<file path="src/logic/memCtrlPkg.sv">
`default_nettype none

package memCtrlPkg;

    // bus and RAM widths
    localparam int AddrWidth = 32;
    localparam int WordWidth = 32;
    localparam int ByteWidth = 8;

    // byte count of one transfer, 1 to 4
    localparam int LenWidth = 3;

    typedef logic [AddrWidth-1:0] addrT;
    typedef logic [WordWidth-1:0] wordT;
    typedef logic [ByteWidth-1:0] memByteT;
    typedef logic [LenWidth-1:0]  lenT;

    // instruction fetch always reads a whole word
    localparam lenT FetchLen = 3'd4;

    typedef enum logic [0:0] {
        accRead  = 1'b0,
        accWrite = 1'b1
    } accessT;

endpackage

`default_nettype wire

</file>
<file path="src/logic/memReqIf.sv">
`timescale 1ns/1ps
`default_nettype none

interface memReqIf;
    import memCtrlPkg::*;

    // request side, held steady from grant until done
    logic   req;
    accessT kind;
    addrT   addr;
    lenT    len;
    wordT   wdata;

    // completion side, rdata only meaningful with done
    logic   done;
    wordT   rdata;

    modport arbiter (
        output req,
        output kind,
        output addr,
        output len,
        output wdata,
        input  done,
        input  rdata
    );

    modport engine (
        input  req,
        input  kind,
        input  addr,
        input  len,
        input  wdata,
        output done,
        output rdata
    );

endinterface

`default_nettype wire

</file>
<file path="src/logic/memArbiter.sv">
`timescale 1ns/1ps
`default_nettype none

module memArbiter (
    input  logic               clk,
    input  logic               rst,
    input  logic               i_pause,

    // instruction fetch requester
    input  logic               i_fetchEn,
    input  memCtrlPkg::addrT   i_fetchAddr,

    // data requester
    input  logic               i_dataEn,
    input  memCtrlPkg::accessT i_dataKind,
    input  memCtrlPkg::addrT   i_dataAddr,
    input  memCtrlPkg::lenT    i_dataLen,
    input  memCtrlPkg::wordT   i_dataWdata,

    // results
    output logic               o_fetchDone,
    output memCtrlPkg::wordT   o_fetchInst,
    output logic               o_dataDone,
    output memCtrlPkg::wordT   o_dataRdata,

    memReqIf.arbiter           bus
);
    import memCtrlPkg::*;

    logic grantQ;
    logic grantDataQ;
    logic anyEn;
    logic useData;
    logic useFetch;

    assign anyEn = i_dataEn || i_fetchEn;

    // held grant decides, otherwise data beats fetch
    always_comb begin
        if (grantQ) begin
            useData  = grantDataQ;
            useFetch = !grantDataQ;
        end else begin
            useData  = i_dataEn;
            useFetch = !i_dataEn && i_fetchEn;
        end
    end

    assign bus.req = useData || useFetch;

    // request fields come straight from the winner,
    // the requester keeps them stable until its done
    always_comb begin
        bus.kind  = accRead;
        bus.addr  = i_fetchAddr;
        bus.len   = FetchLen;
        bus.wdata = '0;
        if (useData) begin
            bus.kind  = i_dataKind;
            bus.addr  = i_dataAddr;
            bus.len   = i_dataLen;
            bus.wdata = i_dataWdata;
        end
    end

    // grant taken at the end of the start cycle, dropped by done
    always_ff @(posedge clk) begin
        if (rst) begin
            grantQ     <= 1'b0;
            grantDataQ <= 1'b0;
        end else if (!i_pause) begin
            if (bus.done) begin
                grantQ <= 1'b0;
            end else if (!grantQ && anyEn) begin
                grantQ     <= 1'b1;
                grantDataQ <= i_dataEn;
            end
        end
    end

    // steer completion back, the loser sees zeros
    assign o_fetchDone = bus.done && useFetch;
    assign o_dataDone  = bus.done && useData;

    always_comb begin
        o_fetchInst = '0;
        o_dataRdata = '0;
        if (useFetch) begin
            o_fetchInst = bus.rdata;
        end
        if (useData) begin
            o_dataRdata = bus.rdata;
        end
    end

endmodule

`default_nettype wire

</file>
<file path="src/logic/byteEngine.sv">
`timescale 1ns/1ps
`default_nettype none

module byteEngine (
    input  logic                clk,
    input  logic                rst,
    input  logic                i_pause,

    memReqIf.engine             bus,

    // byte RAM, one cycle read latency
    input  memCtrlPkg::memByteT i_memRdata,
    output memCtrlPkg::addrT    o_memAddr,
    output logic                o_memWe,
    output memCtrlPkg::memByteT o_memWdata
);
    import memCtrlPkg::*;

    logic       busyQ;
    lenT        cntQ;
    wordT       asmQ;
    addrT       addrHoldQ;

    logic       start;
    logic       run;
    logic       isRead;
    logic       lastRead;
    logic       lastWrite;
    logic       done;
    lenT        lastIdx;
    addrT       liveAddr;
    wordT       fullWord;
    logic [1:0] byteSel;
    logic [4:0] dropBits;

    // cycle 0 of a transfer is the first unpaused cycle with req seen
    assign start  = bus.req && !busyQ;
    assign run    = busyQ || start;
    assign isRead = (bus.kind == accRead);

    // counter is zero while idle, so the start cycle uses byte 0
    assign liveAddr = bus.addr + addrT'(cntQ);
    assign byteSel  = cntQ[1:0];

    // reads finish one cycle after the last address,
    // writes finish with the last byte written
    assign lastIdx   = bus.len - lenT'(1);
    assign lastRead  = isRead && (cntQ == bus.len);
    assign lastWrite = !isRead && (cntQ == lastIdx);
    assign done      = run && !i_pause && (lastRead || lastWrite);

    assign bus.done = done;

    // newest byte enters at the top, older ones move down
    assign fullWord = {i_memRdata, asmQ[WordWidth-1:ByteWidth]};

    // a short load sits in the upper bytes, move it down and zero-fill
    assign dropBits  = 5'(ByteWidth * (FetchLen - bus.len));
    assign bus.rdata = fullWord >> dropBits;

    // RAM side
    assign o_memWe    = run && !isRead && !i_pause;
    assign o_memWdata = bus.wdata[ByteWidth*byteSel +: ByteWidth];

    // keep the last address during a pause so the RAM output stays put
    assign o_memAddr = i_pause ? addrHoldQ : liveAddr;

    always_ff @(posedge clk) begin
        if (rst) begin
            busyQ <= 1'b0;
            cntQ  <= '0;
        end else if (!i_pause) begin
            if (done) begin
                busyQ <= 1'b0;
                cntQ  <= '0;
            end else if (run) begin
                busyQ <= 1'b1;
                cntQ  <= cntQ + lenT'(1);
            end
        end
    end

    always_ff @(posedge clk) begin
        if (rst) begin
            addrHoldQ <= '0;
        end else if (!i_pause) begin
            addrHoldQ <= liveAddr;
        end
    end

    // shift on every read cycle; the stale byte taken in cycle 0
    // drops out below the bytes that are kept
    always_ff @(posedge clk) begin
        if (run && isRead && !i_pause) begin
            asmQ <= fullWord;
        end
    end

endmodule

`default_nettype wire

</file>
<file path="src/logic/memCtrlTop.sv">
`timescale 1ns/1ps
`default_nettype none

module memCtrlTop (
    input  logic                clk,
    input  logic                rst,

    // global stall levels
    input  logic                i_rdy,
    input  logic                i_ioBufferFull,

    // instruction fetch
    input  logic                i_fetchEn,
    input  memCtrlPkg::addrT    i_fetchAddr,
    output logic                o_fetchDone,
    output memCtrlPkg::wordT    o_fetchInst,

    // data port
    input  logic                i_dataEn,
    input  memCtrlPkg::accessT  i_dataKind,
    input  memCtrlPkg::addrT    i_dataAddr,
    input  memCtrlPkg::lenT     i_dataLen,
    input  memCtrlPkg::wordT    i_dataWdata,
    output logic                o_dataDone,
    output memCtrlPkg::wordT    o_dataRdata,

    // byte RAM
    input  memCtrlPkg::memByteT i_memRdata,
    output memCtrlPkg::addrT    o_memAddr,
    output logic                o_memWe,
    output memCtrlPkg::memByteT o_memWdata
);

    logic pause;

    // either level freezes the whole controller
    assign pause = !i_rdy || i_ioBufferFull;

    memReqIf reqBus ();

    memArbiter arbiter (
        .clk         (clk),
        .rst         (rst),
        .i_pause     (pause),
        .i_fetchEn   (i_fetchEn),
        .i_fetchAddr (i_fetchAddr),
        .i_dataEn    (i_dataEn),
        .i_dataKind  (i_dataKind),
        .i_dataAddr  (i_dataAddr),
        .i_dataLen   (i_dataLen),
        .i_dataWdata (i_dataWdata),
        .o_fetchDone (o_fetchDone),
        .o_fetchInst (o_fetchInst),
        .o_dataDone  (o_dataDone),
        .o_dataRdata (o_dataRdata),
        .bus         (reqBus.arbiter)
    );

    byteEngine engine (
        .clk        (clk),
        .rst        (rst),
        .i_pause    (pause),
        .bus        (reqBus.engine),
        .i_memRdata (i_memRdata),
        .o_memAddr  (o_memAddr),
        .o_memWe    (o_memWe),
        .o_memWdata (o_memWdata)
    );

endmodule

`default_nettype wire

</file>
<file path="config.mk">
export PLATFORM = sky130hd
export DESIGN_NAME = memCtrlTop
export DESIGN_NICKNAME = d
export VERILOG_FILES = /design/src/logic/memCtrlPkg.sv /design/src/logic/memReqIf.sv /design/src/logic/memArbiter.sv /design/src/logic/byteEngine.sv /design/src/logic/memCtrlTop.sv
export SDC_FILE = /design/constraint.sdc
export NUM_CORES = 1
export LEC_CHECK = 0
export BUFFER_PORTS_ARGS = -buffer_cell sky130_fd_sc_hd__buf_2
export CORE_MARGIN = 8
export CORE_UTILIZATION = 30
export CTS_CLUSTER_SIZE = 30
export DETAILED_ROUTE_END_ITERATION = 8
export PLACE_DENSITY = 0.53
export SKIP_LAST_GASP = 1
export SYNTH_ARGS = -nofsm -noshare
export SYNTH_HDL_FRONTEND = slang
export SYNTH_SLANG_ARGS = --single-unit
</file>
<file path="constraint.sdc">
create_clock -name clk -period 6.8 [get_ports clk]
set_clock_uncertainty 0.2 [all_clocks]
set_input_delay 0.68 -clock clk [delete_from_list [all_inputs] [get_ports clk]]
set_output_delay 0.68 -clock clk [all_outputs]
set_load 0.02 [all_outputs]
</file>
==> results of run 1 <==
==> cells in the final DEF, fill, tap and decap left out, types with 3 or more instances in the layout <==
cell	synthesis	routed
sky130_fd_sc_hd__and2_1	36	36
sky130_fd_sc_hd__dfxtp_1	38	38
sky130_fd_sc_hd__nand3b_1	8	8
sky130_fd_sc_hd__nor3_1	15	15
sky130_fd_sc_hd__inv_1	6	6
sky130_fd_sc_hd__a211oi_1	11	11
sky130_fd_sc_hd__a21oi_1	47	46
sky130_fd_sc_hd__or3_1	5	5
sky130_fd_sc_hd__a21o_1	5	5
sky130_fd_sc_hd__a22oi_1	3	3
sky130_fd_sc_hd__a31oi_1	13	13
sky130_fd_sc_hd__buf_2	7	220
sky130_fd_sc_hd__nor2b_1	15	15
sky130_fd_sc_hd__clkinv_2	0	3
sky130_fd_sc_hd__xor2_1	12	12
sky130_fd_sc_hd__ha_1	5	5
sky130_fd_sc_hd__xnor2_1	12	12
sky130_fd_sc_hd__mux4_2	8	8
sky130_fd_sc_hd__nand3_1	24	24
sky130_fd_sc_hd__mux2i_1	50	49
sky130_fd_sc_hd__nor2_1	63	63
sky130_fd_sc_hd__buf_4	1	8
sky130_fd_sc_hd__and3_1	19	19
sky130_fd_sc_hd__edfxtp_1	24	24
sky130_fd_sc_hd__nand4_1	17	17
sky130_fd_sc_hd__a32oi_1	3	3
sky130_fd_sc_hd__nand2b_1	5	4
sky130_fd_sc_hd__o21ai_0	37	37
sky130_fd_sc_hd__or4_1	4	4
sky130_fd_sc_hd__clkbuf_16	0	9
sky130_fd_sc_hd__nand2_1	97	97
sky130_fd_sc_hd__nor4_1	6	6
==> worst min-delay path, stage by stage (launching register included) <==
cell and delay, ps:
sky130_fd_sc_hd__dfxtp_1 320, sky130_fd_sc_hd__nand2_1 40, sky130_fd_sc_hd__o21ai_0 60
==> layout make-up <==
class	instances	area [sq um]	share of cell area, %
multi-input combinational	545	3430	51.7
sequential	62	1480	22.3
timing repair buffer	228	1160	17.5
tap	220	275	4.15
clock buffer	11	243	3.66
clock inverter	4	23.8	0.358
inverter	6	22.5	0.339
==> registers in the layout, summed over array words and instances, names as in the netlist <==
signal	count
arbiter.grantDataQ	1
engine.asmQ	24
engine.busyQ	1
engine.cntQ	3
engine.addrHoldQ	32
arbiter.grantQ	1
==> path summary, 6_finish.rpt <==
path                             start                    to
hold reg to reg   engine.addrHoldQ[22]  engine.addrHoldQ[22]
setup / recovery        arbiter.grantQ         o_memAddr[26]
hold / removal    engine.addrHoldQ[22]  engine.addrHoldQ[22]
setup reg to reg        arbiter.grantQ  engine.addrHoldQ[26]
==> power groups by stage <==
stage / registers [mW] / logic [mW] / clock network [mW]
after floorplan: 0.419 / 0.265 / 0
after global placement: 0.426 / 0.412 / 0
after detailed placement: 0.426 / 0.412 / 0
after CTS: 0.418 / 0.413 / 0.436
after global routing: 0.420 / 0.450 / 0.448
final: 0.418 / 0.410 / 0.423
==> per-layer routing <==
layer  vias up  wire length [um]  GRT usage (%)
met5         -                 0              0
met1      2597              8380           20.2
met4         0               280           4.74
li1       2753                 -              -
met2       228              9010           29.2
met3        21              1420           5.47
==> logic make-up (layout without fill, tap and decap cells) <==
| group | count (synthesis) | count (layout) | synth area share (%) |
|---|---|---|---|
| xor gates and xnor gates | 25 | 25 | 4.55 |
| adders and majority gates | 6 | 6 | 1.61 |
| and+or+nand+nor | 319 | 319 | 30.8 |
| buffers and inverters | 52 | 249 | 4.36 |
| muxes | 61 | 61 | 14.0 |
| AOI/OAI and AO/OA | 134 | 134 | 15.7 |
| DFF | 62 | 62 | 29.0 |
==> impl_table.tex, run 1 <==
\begin{tabular}{lr}
\hline
Metric & Value \\
\hline
\multicolumn{2}{l}{\textbf{Global route}} \\
\quad Aggregate global-route resource usage & 17.1\% \\
\quad Global-route wire length before repair & $\sim$30 mm \\
\quad Pin count of the biggest net entering global routing & between 60 and 70 \\
\quad Total grt overflow & 0 \\
\quad Initial antenna violation count & 0 \\
\quad Vias in the first global route & $\sim$5,600 \\
\multicolumn{2}{l}{\textbf{Worst setup path}} \\
\quad Setup slack, reg-to-reg & 3080 ps \\
\quad Setup crit end kind & output port \\
\quad Worst r2r path cells & 13 \\
\quad Buffer and inverter count on the worst path & 3 \\
\quad Crit path arrival time & approximately 3900 ps \\
\quad Total stage count of the critical path & 14 \\
\quad Largest fanout on the critical path & 30 \\
\quad Longest individual stage delay on the worst path & about 540 ps \\
\quad Top cell by count, worst path & sky130\_fd\_sc\_hd\_\_nand2\_1 \\
\quad Highest-delay cell along the critical path & sky130\_fd\_sc\_hd\_\_dfxtp\_1 \\
\quad Required time of the worst setup path & $\sim$6000 ps \\
\quad Critical Path Start Type & register \\
\quad Classification of the worst setup path & register to output port \\
\quad Cell Chain, Critical Path & mux2\_4, nand2\_1, nand2\_1, ha\_1, inv\_1, fa\_1, nor2b\_1, nor2\_1, a2111oi\_2, buf\_4, nor2b\_1, a221o\_1, nand2\_1, buf\_2 \\
\quad Crit-path leading delay family & simple AND/OR/NAND/NOR gates \\
\multicolumn{2}{l}{\textbf{Logic synthesis}} \\
\quad Top area cells in the synthesized netlist & sky130\_fd\_sc\_hd\_\_dfxtp\_1, sky130\_fd\_sc\_hd\_\_edfxtp\_1, sky130\_fd\_sc\_hd\_\_mux2i\_1 \\
\quad Number of library cell types mapped by synthesis & 54 \\
\quad Cell taking the most area after synthesis & sky130\_fd\_sc\_hd\_\_dfxtp\_1 \\
\quad YS warnings & 0 \\
\quad Most frequently used cell type in the post-synthesis netlist & sky130\_fd\_sc\_hd\_\_nand2\_1 \\
\quad Fraction of synthesized cell area taken by the top area cell type & between 10 and 15\% \\
\quad EDFF count, synth & 24 \\
\quad Dominant register cell in the synthesized netlist & sky130\_fd\_sc\_hd\_\_dfxtp\_1 \\
\quad Area of the mapped netlist & 5110 sq um \\
\quad Mean Syn Cell Area & about 7.8 sq um \\
\quad FF+latch count, synth & between 60 and 70 \\
\quad Sequential area share after synthesis & about 29\% \\
\quad Async S/R FF share, synth & 0\% \\
\quad Post-Synthesis Cells & $\sim$660 \\
\quad Most common library cells after synthesis & sky130\_fd\_sc\_hd\_\_nand2\_1, sky130\_fd\_sc\_hd\_\_nor2\_1, sky130\_fd\_sc\_hd\_\_mux2i\_1 \\
\quad Mapped Nets & between 700 and 800 \\
\multicolumn{2}{l}{\textbf{Finish}} \\
\quad Fillers & $\sim$1,800 \\
\quad Number of nets in the layout & roughly 970 \\
\quad Number of antenna repair diodes & 0 \\
\quad Core occupancy in the finished layout & between 30\% and 40\% \\
\quad Synthesis-to-finish area growth & 29.8\% \\
\quad Share of layout cells above drive strength 1 & about 31\% \\
\quad Non-Filler Cell Area, Final & 6640 sq um \\
\quad Non-filler instance count after layout & 1,076 \\
\multicolumn{2}{l}{\textbf{Pwr}} \\
\quad Sum of internal, switching and leakage power & around 1.3 mW \\
\quad Net switching fraction of the power & about 35\% \\
\quad Share of total power in combinational logic & 32.8\% \\
\quad Power density normalized to cell area & around 190 nW/um\^{}2 \\
\quad Leakage power summed over all cells & around 3.1 nW \\
\quad Sequential share of power & roughly a third \\
\quad Int Power & roughly 0.81 mW \\
\quad Largest voltage drop on the vdd net & between 0.0001 and 0.00015 V \\
\quad Power spent charging and discharging nets & $\sim$0.44 mW \\
\quad Clk network pwr share & about a third \\
\multicolumn{2}{l}{\textbf{Clock network}} \\
\quad Number of clock buffers inserted by TritonCTS & 9 \\
\quad Count of cells resized by post-cts repair & 0 \\
\quad H-tree depth reported by CTS & 3 \\
\quad Maximum count of clock buffers along a single path & 2 \\
\quad TritonCTS clock tree & built \\
\quad CTS sink cnt & just over 60 \\
\quad Source-to-sink clock delay at the later pin of the worst-skew pair & roughly 330 ps \\
\quad Count of buffers added by post-CTS timing repair for setup & 0 \\
\quad Clock root buffer & sky130\_fd\_sc\_hd\_\_clkbuf\_16 \\
\quad CTS hold repair buffers & 0 \\
\quad Reg clk slew, reported paths & roughly 60 ps \\
\multicolumn{2}{l}{\textbf{Placed design}} \\
\quad \# placed instances & 1,061 \\
\quad Number of buffer cells added on primary ports & between 200 and 250 \\
\quad Setup slack after placement & between 2000 and 2500 ps \\
\quad Post-DP HPWL & between 10 and 15 mm \\
\quad Final GP Congestion & between 0.8 and 0.9 \\
\quad Placed Area & roughly 6400 sq um \\
\multicolumn{2}{l}{\textbf{Worst hold path}} \\
\quad Number of stages on the worst hold path & 2 \\
\quad Tightest Hold Check Type & register to register \\
\multicolumn{2}{l}{\textbf{Floorplanning}} \\
\quad Overall die area & around 21,000 sq um \\
\quad Number of ports placed on the die boundary & 221 \\
\quad Core ar. & 16,600 sq um \\
\quad Die W & roughly 150 um \\
\quad Die span in y & approximately 150 um \\
\quad Row Count & 47 \\
\quad Effective utilization at floorplan & between 30 and 40\% \\
\multicolumn{2}{l}{\textbf{Routing}} \\
\quad Number of design-rule violations left by the first detailed-router iteration & 267 \\
\quad Via count normalized by instance count & around 5.2 \\
\quad DRC & 0 \\
\quad DRT antenna net count & 0 \\
\quad Vias after detailed routing & 5,599 \\
\quad Routed WL per cell & 17.7 um \\
\quad Total wire length after detailed routing & $\sim$19 mm \\
\quad Number of detailed-routing iterations run before antenna repair & 5 \\
\multicolumn{2}{l}{\textbf{Timing}} \\
\quad Max Slew Vio Count & 0 \\
\quad Sum Neg Setup Slack & 0 ps \\
\quad Setup violation total in the final timing report & 0 \\
\quad RSZ-0062 raised after global routing & no \\
\quad Hold Vio Cnt, Final & 0 \\
\quad Slew at the pin closest to its max-slew limit & 983 ps \\
\quad Min Clock Period, post-route & $\sim$4800 ps \\
\quad Relative slew margins & between 30\% and 40\% \\
\quad Maximum clock frequency & around 210 MHz \\
\quad Worst setup slack after layout & slightly above 2000 ps \\
\quad Worst-case hold slack & about 260 ps \\
\quad Final clock period utilization by the worst path & a little over two thirds \\
\multicolumn{2}{l}{\textbf{Job}} \\
\quad Max capacitance violation total & 0 \\
\multicolumn{2}{l}{\textbf{Outcome}} \\
\quad Status & complete, no violations \\
\hline
\end{tabular}
Note: power is estimated with default switching activity, not from simulation.
==> inputs of run 2 (changes only) <==
- PLACE_DENSITY: 0.53 -> 0.55
- clock period: 6.8 -> 3.8 ns (I/O delays scaled with it)
==> run 2 against run 1 <==
  * Combinational power increased by 87%
  * Critical path depth did not move
  * Count of clock-buffer cells in the layout decreased by 1
  * Flip-flop and latch count unchanged
  * Wire length rose by 0.79%
  * Via count up 1.6%
  * Design area up 3.8%
  * Sequential power up 77%
  * Sequential share of layout area shrank 0.77 points
  * Worst setup slack worse by 1900 ps
  * Utilization grew 1.5 points
  * First-iteration DRC count increased by 42%
  * Critical endpoint is now o_memAddr[30]
  * Highest routed layer unchanged
==> impl_table.tex, run 2 (synthesis gave the netlist of run 1 again) <==
\begin{tabular}{lr}
\hline
Metric & Value \\
\hline
\multicolumn{2}{l}{\textbf{Worst setup path}} \\
\quad Longest individual stage delay on the worst path & $\sim$390 ps \\
\quad Largest fanout on the critical path & 8 \\
\quad Required time of the worst setup path & around 3200 ps \\
\quad Classification of the worst setup path & register to output port \\
\quad Setup crit end kind & output port \\
\quad Highest-delay cell along the critical path & sky130\_fd\_sc\_hd\_\_fa\_2 \\
\quad Critical Path Start Type & register \\
\quad Crit path arrival time & approximately 3000 ps \\
\quad Cell Chain, Critical Path & mux2i\_4, nand2\_1, nand2\_1, ha\_2, inv\_1, fa\_2, nor2b\_4, nor2\_2, a2111oi\_4, buf\_6, nor3b\_4, xor2\_2, o21ai\_2, buf\_6 \\
\multicolumn{2}{l}{\textbf{Finish}} \\
\quad Core occupancy in the finished layout & about two fifths \\
\quad Most common cell after layout, fill and taps aside & sky130\_fd\_sc\_hd\_\_buf\_2 \\
\quad Most frequent cells in the layout & sky130\_fd\_sc\_hd\_\_buf\_2, sky130\_fd\_sc\_hd\_\_nand2\_1, sky130\_fd\_sc\_hd\_\_nor2\_1 \\
\quad Number of nets in the layout & 991 \\
\quad Registers with the highest flip-flop counts & engine.addrHoldQ (32), engine.asmQ (24), engine.cntQ (3) \\
\quad Largest register FFs & 32 \\
\quad Biggest register & engine.addrHoldQ \\
\quad Synthesis-to-finish area growth & 34.7\% \\
\quad Share of layout cells above drive strength 1 & 33.3\% \\
\multicolumn{2}{l}{\textbf{Timing}} \\
\quad RSZ-0062 raised after global routing & yes \\
\quad Worst-case hold slack & roughly 100 ps \\
\quad Hold Vio Cnt, Final & 0 \\
\quad Worst setup slack after layout & 180 ps \\
\quad Setup violation total in the final timing report & 0 \\
\quad Slew at the pin closest to its max-slew limit & $\sim$730 ps \\
\quad Min Clock Period, post-route & between 3000 and 4000 ps \\
\quad Max Slew Vio Count & 0 \\
\quad Final clock period utilization by the worst path & between 90\% and 100\% \\
\quad Maximum clock frequency & roughly 280 MHz \\
\quad Relative slew margins & 51.1\% \\
\quad Sum Neg Setup Slack & 0 ps \\
\multicolumn{2}{l}{\textbf{Clock network}} \\
\quad Number of clock buffers inserted by TritonCTS & 9 \\
\quad Reg clk slew, reported paths & 60 ps \\
\quad CTS hold repair buffers & 0 \\
\quad Maximum count of clock buffers along a single path & 2 \\
\quad Source-to-sink clock delay at the later pin of the worst-skew pair & 340 ps \\
\quad H-tree depth reported by CTS & 3 \\
\quad Clock root buffer & sky130\_fd\_sc\_hd\_\_clkbuf\_16 \\
\quad TritonCTS clock tree & built \\
\quad CTS sink cnt & 62 \\
\multicolumn{2}{l}{\textbf{Floorplanning}} \\
\quad Die W & $\sim$150 um \\
\quad Effective utilization at floorplan & 30.7\% \\
\quad Overall die area & 21,500 sq um \\
\quad Core ar. & roughly 17,000 sq um \\
\quad Row Count & 47 \\
\quad Die span in y & 147 um \\
\quad Number of ports placed on the die boundary & roughly 220 \\
\multicolumn{2}{l}{\textbf{Global route}} \\
\quad Initial antenna violation count & 1 \\
\quad Total grt overflow & 0 \\
\quad Aggregate global-route resource usage & 17.5\% \\
\quad Pin count of the biggest net entering global routing & 68 \\
\quad Vias in the first global route & between 5,000 and 6,000 \\
\quad Global-route wire length before repair & 30.5 mm \\
\multicolumn{2}{l}{\textbf{Routing}} \\
\quad Routed WL per cell & 17.5 um \\
\quad Total wire length after detailed routing & between 15 and 20 mm \\
\quad DRC & 0 \\
\quad Via count normalized by instance count & approximately 5.2 \\
\quad Vias after detailed routing & around 5,700 \\
\quad Number of detailed-routing iterations run before antenna repair & 5 \\
\quad DRT antenna net count & 0 \\
\quad Number of design-rule violations left by the first detailed-router iteration & 378 \\
\multicolumn{2}{l}{\textbf{Pwr}} \\
\quad Net switching fraction of the power & 34.7\% \\
\quad Clk network pwr share & approximately a third \\
\quad Power spent charging and discharging nets & about 0.80 mW \\
\quad Sum of internal, switching and leakage power & $\sim$2.3 mW \\
\quad Int Power & about 1.5 mW \\
\quad Share of total power in combinational logic & about a third \\
\quad Sequential share of power & 32.0\% \\
\quad Leakage power summed over all cells & 3.23 nW \\
\quad Power density normalized to cell area & between 300 and 400 nW/um\^{}2 \\
\quad Largest voltage drop on the vdd net & roughly 0.00016 V \\
\multicolumn{2}{l}{\textbf{Placed design}} \\
\quad Post-DP HPWL & between 10 and 15 mm \\
\quad Setup slack after placement & roughly 66 ps \\
\quad Number of buffer cells added on primary ports & 220 \\
\quad Final GP Congestion & roughly 0.83 \\
\multicolumn{2}{l}{\textbf{Outcome}} \\
\quad Status & complete, no violations \\
\multicolumn{2}{l}{\textbf{Worst hold path}} \\
\quad Tightest Hold Check Type & input port to register \\
\multicolumn{2}{l}{\textbf{Job}} \\
\quad Max capacitance violation total & 0 \\
\hline
\end{tabular}
==> run 2: repair_timing <==
item                       CTS  global route
cloned                       0             0
gates resized for setup      4            16
setup buffers                3             3
setup endpoints to repair    9            13
pin swaps                    0             2
==> run 2: final timing paths <==
kind                         from              endpoint  slack (ps)  depth (start not counted)
min reg2reg  engine.addrHoldQ[23]  engine.addrHoldQ[23]         260                          2
max reg2reg        arbiter.grantQ  engine.addrHoldQ[14]         860                         14
max                arbiter.grantQ         o_memAddr[30]         180                         14
min                 i_memRdata[3]       engine.asmQ[27]         100                          1
==> run 2: area by class of cell <==
type / instances / area (sq um)
clock buffers: 10 / 229
fillers: 1749 / 9750
diodes: 1 / 2.50
clock inverters: 6 / 52.6
multi-input cells: 545 / 3500
inverters: 6 / 22.5
flip-flops and latches: 62 / 1490
well taps: 220 / 275
repair buffers: 247 / 1330
==> run 2: per-stage QoR <==
step	area, sq um	cells
6_report	6890	1097
5_1_grt	6890	1097
4_1_cts	6800	1093
3_5_place_dp	6480	1074
3_3_place_gp	6480	1074
2_1_floorplan	5190	659
==> run 2: layer usage <==
metal	share of wire, %	up-vias	GRT usage (%)	wire length [um]
met3	5.4	26	3.77	1050
li1	-	2795	-	-
met4	2.0	0	6.96	384
met2	48	169	29.4	9300
met1	44	2697	21.3	8520
met5	0	-	0	0
==> run 2: power groups by stage <==
stage          clock network [mW]  registers [mW]  logic, mW
2_1_floorplan                   0           0.750      0.489
3_3_place_gp                    0           0.755      0.760
3_5_place_dp                    0           0.756      0.760
4_1_cts                     0.826           0.742      0.763
5_1_grt                     0.856           0.745      0.839
6_report                    0.809           0.741      0.767
==> run 2: critical path, delay by kind of cell (launching register included) <==
| family | cells | cell delay, ps |
|---|---|---|
| AOI/OAI and AO/OA | 2 | 380 |
| xor gates and xnor gates | 1 | 200 |
| adders and majority gates | 2 | 560 |
| buffers and inverters | 3 | 400 |
| DFF | 1 | 370 |
| muxes | 1 | 240 |
| and+or+nand+nor | 5 | 550 |
==> inputs of run 3 (changes only) <==
--- a/config.mk
+++ b/config.mk
@@ -8,2 +8,3 @@
 export BUFFER_PORTS_ARGS = -buffer_cell sky130_fd_sc_hd__buf_2
+export CORE_ASPECT_RATIO = 0.75
 export CORE_MARGIN = 8
==> constraint.sdc (replaced) <==
create_clock -name clk -period 3.8 [get_ports clk]
set_clock_uncertainty 0.2 [all_clocks]
set_input_delay 0.76 -clock clk [delete_from_list [all_inputs] [get_ports clk]]
set_output_delay 0.76 -clock clk [all_outputs]
set_load 0.02 [all_outputs]
==> run 3 against run 2 <==
  * The run now ends with setup timing left
  * Worst setup slack worse by 330 ps
  * Hold slack better by 160 ps
  * Non-clock buffer count grew 41
  * Register-to-register slack lost 120 ps
  * Critical path depth is 1 lower
  * Critical path type is now input port to output port
  * Flip-flop and latch count is the same
  * Fmax fell by 8.3%
  * Sequential power about the same
  * Via count increased by 1.9%
  * Total power rose by 3.9%
  * Clock power fell by 2%
  * Cell count rose by 3.2%
==> impl_table.tex, run 3 (synthesis gave the netlist of run 1 again) <==
\begin{tabular}{lr}
\hline
Metric & Value \\
\hline
\multicolumn{2}{l}{\textbf{Clock network}} \\
\quad Source-to-sink clock delay at the later pin of the worst-skew pair & about 340 ps \\
\quad CTS sink cnt & 62 \\
\quad Maximum count of clock buffers along a single path & 2 \\
\quad Reg clk slew, reported paths & around 60 ps \\
\quad Number of clock buffers inserted by TritonCTS & 9 \\
\quad Clock root buffer & sky130\_fd\_sc\_hd\_\_clkbuf\_16 \\
\quad H-tree depth reported by CTS & 3 \\
\quad TritonCTS clock tree & built \\
\multicolumn{2}{l}{\textbf{Worst setup path}} \\
\quad Capture instance of the worst register-to-register path & engine.addrHoldQ[26] \\
\quad Required time of the worst setup path & approximately 2800 ps \\
\quad Longest individual stage delay on the worst path & 390 ps \\
\quad Largest fanout on the critical path & 5 \\
\quad Crit-path leading delay family & simple AND/OR/NAND/NOR gates \\
\quad Setup crit end kind & output port \\
\quad Worst r2r path cells & 16 \\
\quad Highest-delay cell along the critical path & sky130\_fd\_sc\_hd\_\_a221o\_2 \\
\quad Classification of the worst setup path & input port to output port \\
\quad Cell Chain, Critical Path & buf\_8, mux2\_4, nand2\_4, nand2\_4, ha\_4, a21o\_1, a21oi\_4, a221o\_2, buf\_6, or3\_1, nand3\_2, nand2\_2, buf\_6 \\
\quad Crit path arrival time & around 3000 ps \\
\quad Setup slack, reg-to-reg & about 740 ps \\
\quad Worst reg2reg path startpoint & arbiter.grantQ \\
\quad Critical Path Start Type & input port \\
\quad Buffer and inverter count on the worst path & 3 \\
\multicolumn{2}{l}{\textbf{Timing}} \\
\quad Sum Neg Setup Slack & -1470 ps \\
\quad Min Clock Period, post-route & about 4000 ps \\
\quad Maximum clock frequency & between 200 and 300 MHz \\
\quad Worst setup slack after layout & -147 ps \\
\quad Slew at the pin closest to its max-slew limit & approximately 750 ps \\
\quad Hold Vio Cnt, Final & 0 \\
\quad Worst-case hold slack & 261 ps \\
\quad Relative slew margins & between 50\% and 60\% \\
\quad Max Slew Vio Count & 0 \\
\quad Final clock period utilization by the worst path & 104\% \\
\quad Setup violation total in the final timing report & 17 \\
\quad RSZ-0062 raised after global routing & yes \\
\multicolumn{2}{l}{\textbf{Global route}} \\
\quad Pin count of the biggest net entering global routing & 46 \\
\quad Aggregate global-route resource usage & around 18\% \\
\quad Global-route wire length before repair & around 31 mm \\
\quad Total grt overflow & 0 \\
\quad Initial antenna violation count & 1 \\
\quad Vias in the first global route & between 5,000 and 6,000 \\
\multicolumn{2}{l}{\textbf{Floorplanning}} \\
\quad Overall die area & $\sim$22,000 sq um \\
\quad Core ar. & between 15,000 and 20,000 sq um \\
\quad Number of ports placed on the die boundary & 221 \\
\quad Row Count & slightly above 40 \\
\quad Effective utilization at floorplan & 30.5\% \\
\quad Die span in y & between 100 and 150 um \\
\quad Die W & about 170 um \\
\multicolumn{2}{l}{\textbf{Pwr}} \\
\quad Leakage power summed over all cells & roughly 3.6 nW \\
\quad Largest voltage drop on the vdd net & 0.000166 V \\
\quad Power density normalized to cell area & roughly 310 nW/um\^{}2 \\
\multicolumn{2}{l}{\textbf{Routing}} \\
\quad DRC & 0 \\
\quad Number of detailed-routing iterations run before antenna repair & 5 \\
\quad DRT antenna net count & 0 \\
\quad Vias after detailed routing & approximately 5,800 \\
\quad Routed WL per cell & between 15 and 20 um \\
\quad Total wire length after detailed routing & around 20 mm \\
\quad Via count normalized by instance count & slightly above 5 \\
\quad Number of design-rule violations left by the first detailed-router iteration & about 450 \\
\multicolumn{2}{l}{\textbf{Finish}} \\
\quad Most common cell after layout, fill and taps aside & sky130\_fd\_sc\_hd\_\_buf\_2 \\
\quad Share of layout cells above drive strength 1 & a little over two fifths \\
\quad Registers with the highest flip-flop counts & engine.addrHoldQ (32), engine.asmQ (24), engine.cntQ (3) \\
\quad Biggest register & engine.addrHoldQ \\
\quad Most frequent cells in the layout & sky130\_fd\_sc\_hd\_\_buf\_2, sky130\_fd\_sc\_hd\_\_nand2\_1, sky130\_fd\_sc\_hd\_\_buf\_4 \\
\quad Synthesis-to-finish area growth & 51.8\% \\
\quad Non-Filler Cell Area, Final & about 7800 sq um \\
\quad Largest register FFs & 32 \\
\quad Core occupancy in the finished layout & a little under half \\
\quad Number of nets in the layout & 1,032 \\
\multicolumn{2}{l}{\textbf{Outcome}} \\
\quad Status & complete, but fails checks \\
\quad Violated checks & setup timing \\
\multicolumn{2}{l}{\textbf{Worst hold path}} \\
\quad Number of stages on the worst hold path & 2 \\
\quad Tightest Hold Check Type & register to register \\
\quad Startpoint of the lowest-slack hold path & engine.addrHoldQ[22] \\
\quad Capture endpoint of the worst hold path & engine.addrHoldQ[22] \\
\multicolumn{2}{l}{\textbf{Placed design}} \\
\quad Post-DP HPWL & 15.5 mm \\
\quad Final GP Congestion & between 0.8 and 0.9 \\
\quad Number of buffer cells added on primary ports & 220 \\
\quad Placed Area & around 7000 sq um \\
\multicolumn{2}{l}{\textbf{Job}} \\
\quad Max capacitance violation total & 0 \\
\hline
\end{tabular}
==> run 3: power by group <==
group          internal (mW)  switching (mW)
Clock                  0.491           0.300
Sequential             0.725          0.0170
Combinational          0.361           0.515
==> run 3: worst register-to-register path: stages (launching register included) <==
cell                        delay, ps
sky130_fd_sc_hd__dfxtp_2          370
sky130_fd_sc_hd__mux2i_4          260
sky130_fd_sc_hd__buf_4            140
sky130_fd_sc_hd__nand2_1           80
sky130_fd_sc_hd__nand2_4           90
sky130_fd_sc_hd__inv_1             50
sky130_fd_sc_hd__fa_2             370
sky130_fd_sc_hd__nor2b_4          150
sky130_fd_sc_hd__nor2_4            50
sky130_fd_sc_hd__a2111oi_4        200
sky130_fd_sc_hd__buf_4            220
sky130_fd_sc_hd__nor2b_4          180
sky130_fd_sc_hd__a221o_1          190
sky130_fd_sc_hd__buf_4            110
sky130_fd_sc_hd__buf_4             90
sky130_fd_sc_hd__buf_4             90
sky130_fd_sc_hd__a21oi_1           50
==> run 3: layout make-up <==
| cell class | count | area (sq um) |
|---|---|---|
| timing repair buffer | 288 | 1820 |
| sequential | 62 | 1480 |
| inverter | 6 | 22.5 |
| fill | 1666 | 9010 |
| antenna | 1 | 2.50 |
| tap | 215 | 269 |
| multi-input combinational | 545 | 3890 |
| clock inverter | 1 | 5.00 |
| clock buffer | 14 | 274 |
==> run 3: worst max-delay path by stage <==
stage / start / to / slack (ps) / cells after the start
finish: i_dataEn / o_memAddr[29] / -150 / 13
floorplan: i_dataEn / o_memAddr[30] / -570 / 18
global route: i_dataEn / o_memAddr[30] / -310 / 15
detailed placement: i_dataEn / o_memAddr[27] / -250 / 12
global placement: i_dataEn / o_memAddr[28] / -180 / 15
CTS: i_dataEn / o_memAddr[27] / -160 / 12
==> run 3: repair_timing <==
item                                    4_1_cts  5_1_grt
gates resized for setup                      56       48
pin swaps                                    20       27
endpoints found under the setup margin       26       36
buffers inserted                             10        4
hold buffers                                  0        0
==> run 3: per-layer routing <==
layer	vias to the layer above	wire, um	global-route usage, %
met4	0	252	4.86
met2	169	9560	29.6
met5	-	0	0
met1	2728	9000	23.4
met3	15	1150	4.50
li1	2882	-	-
==> run 3: through the flow <==
stage                     total power, mW  instances  setup slack [ps]
final                                2.41       1132              -147
after floorplan                      1.27        659              -574
after detailed placement             1.58       1106              -253
after CTS                            2.41       1131              -160
after global routing                 2.53       1132              -308
after global placement               1.58       1106              -180
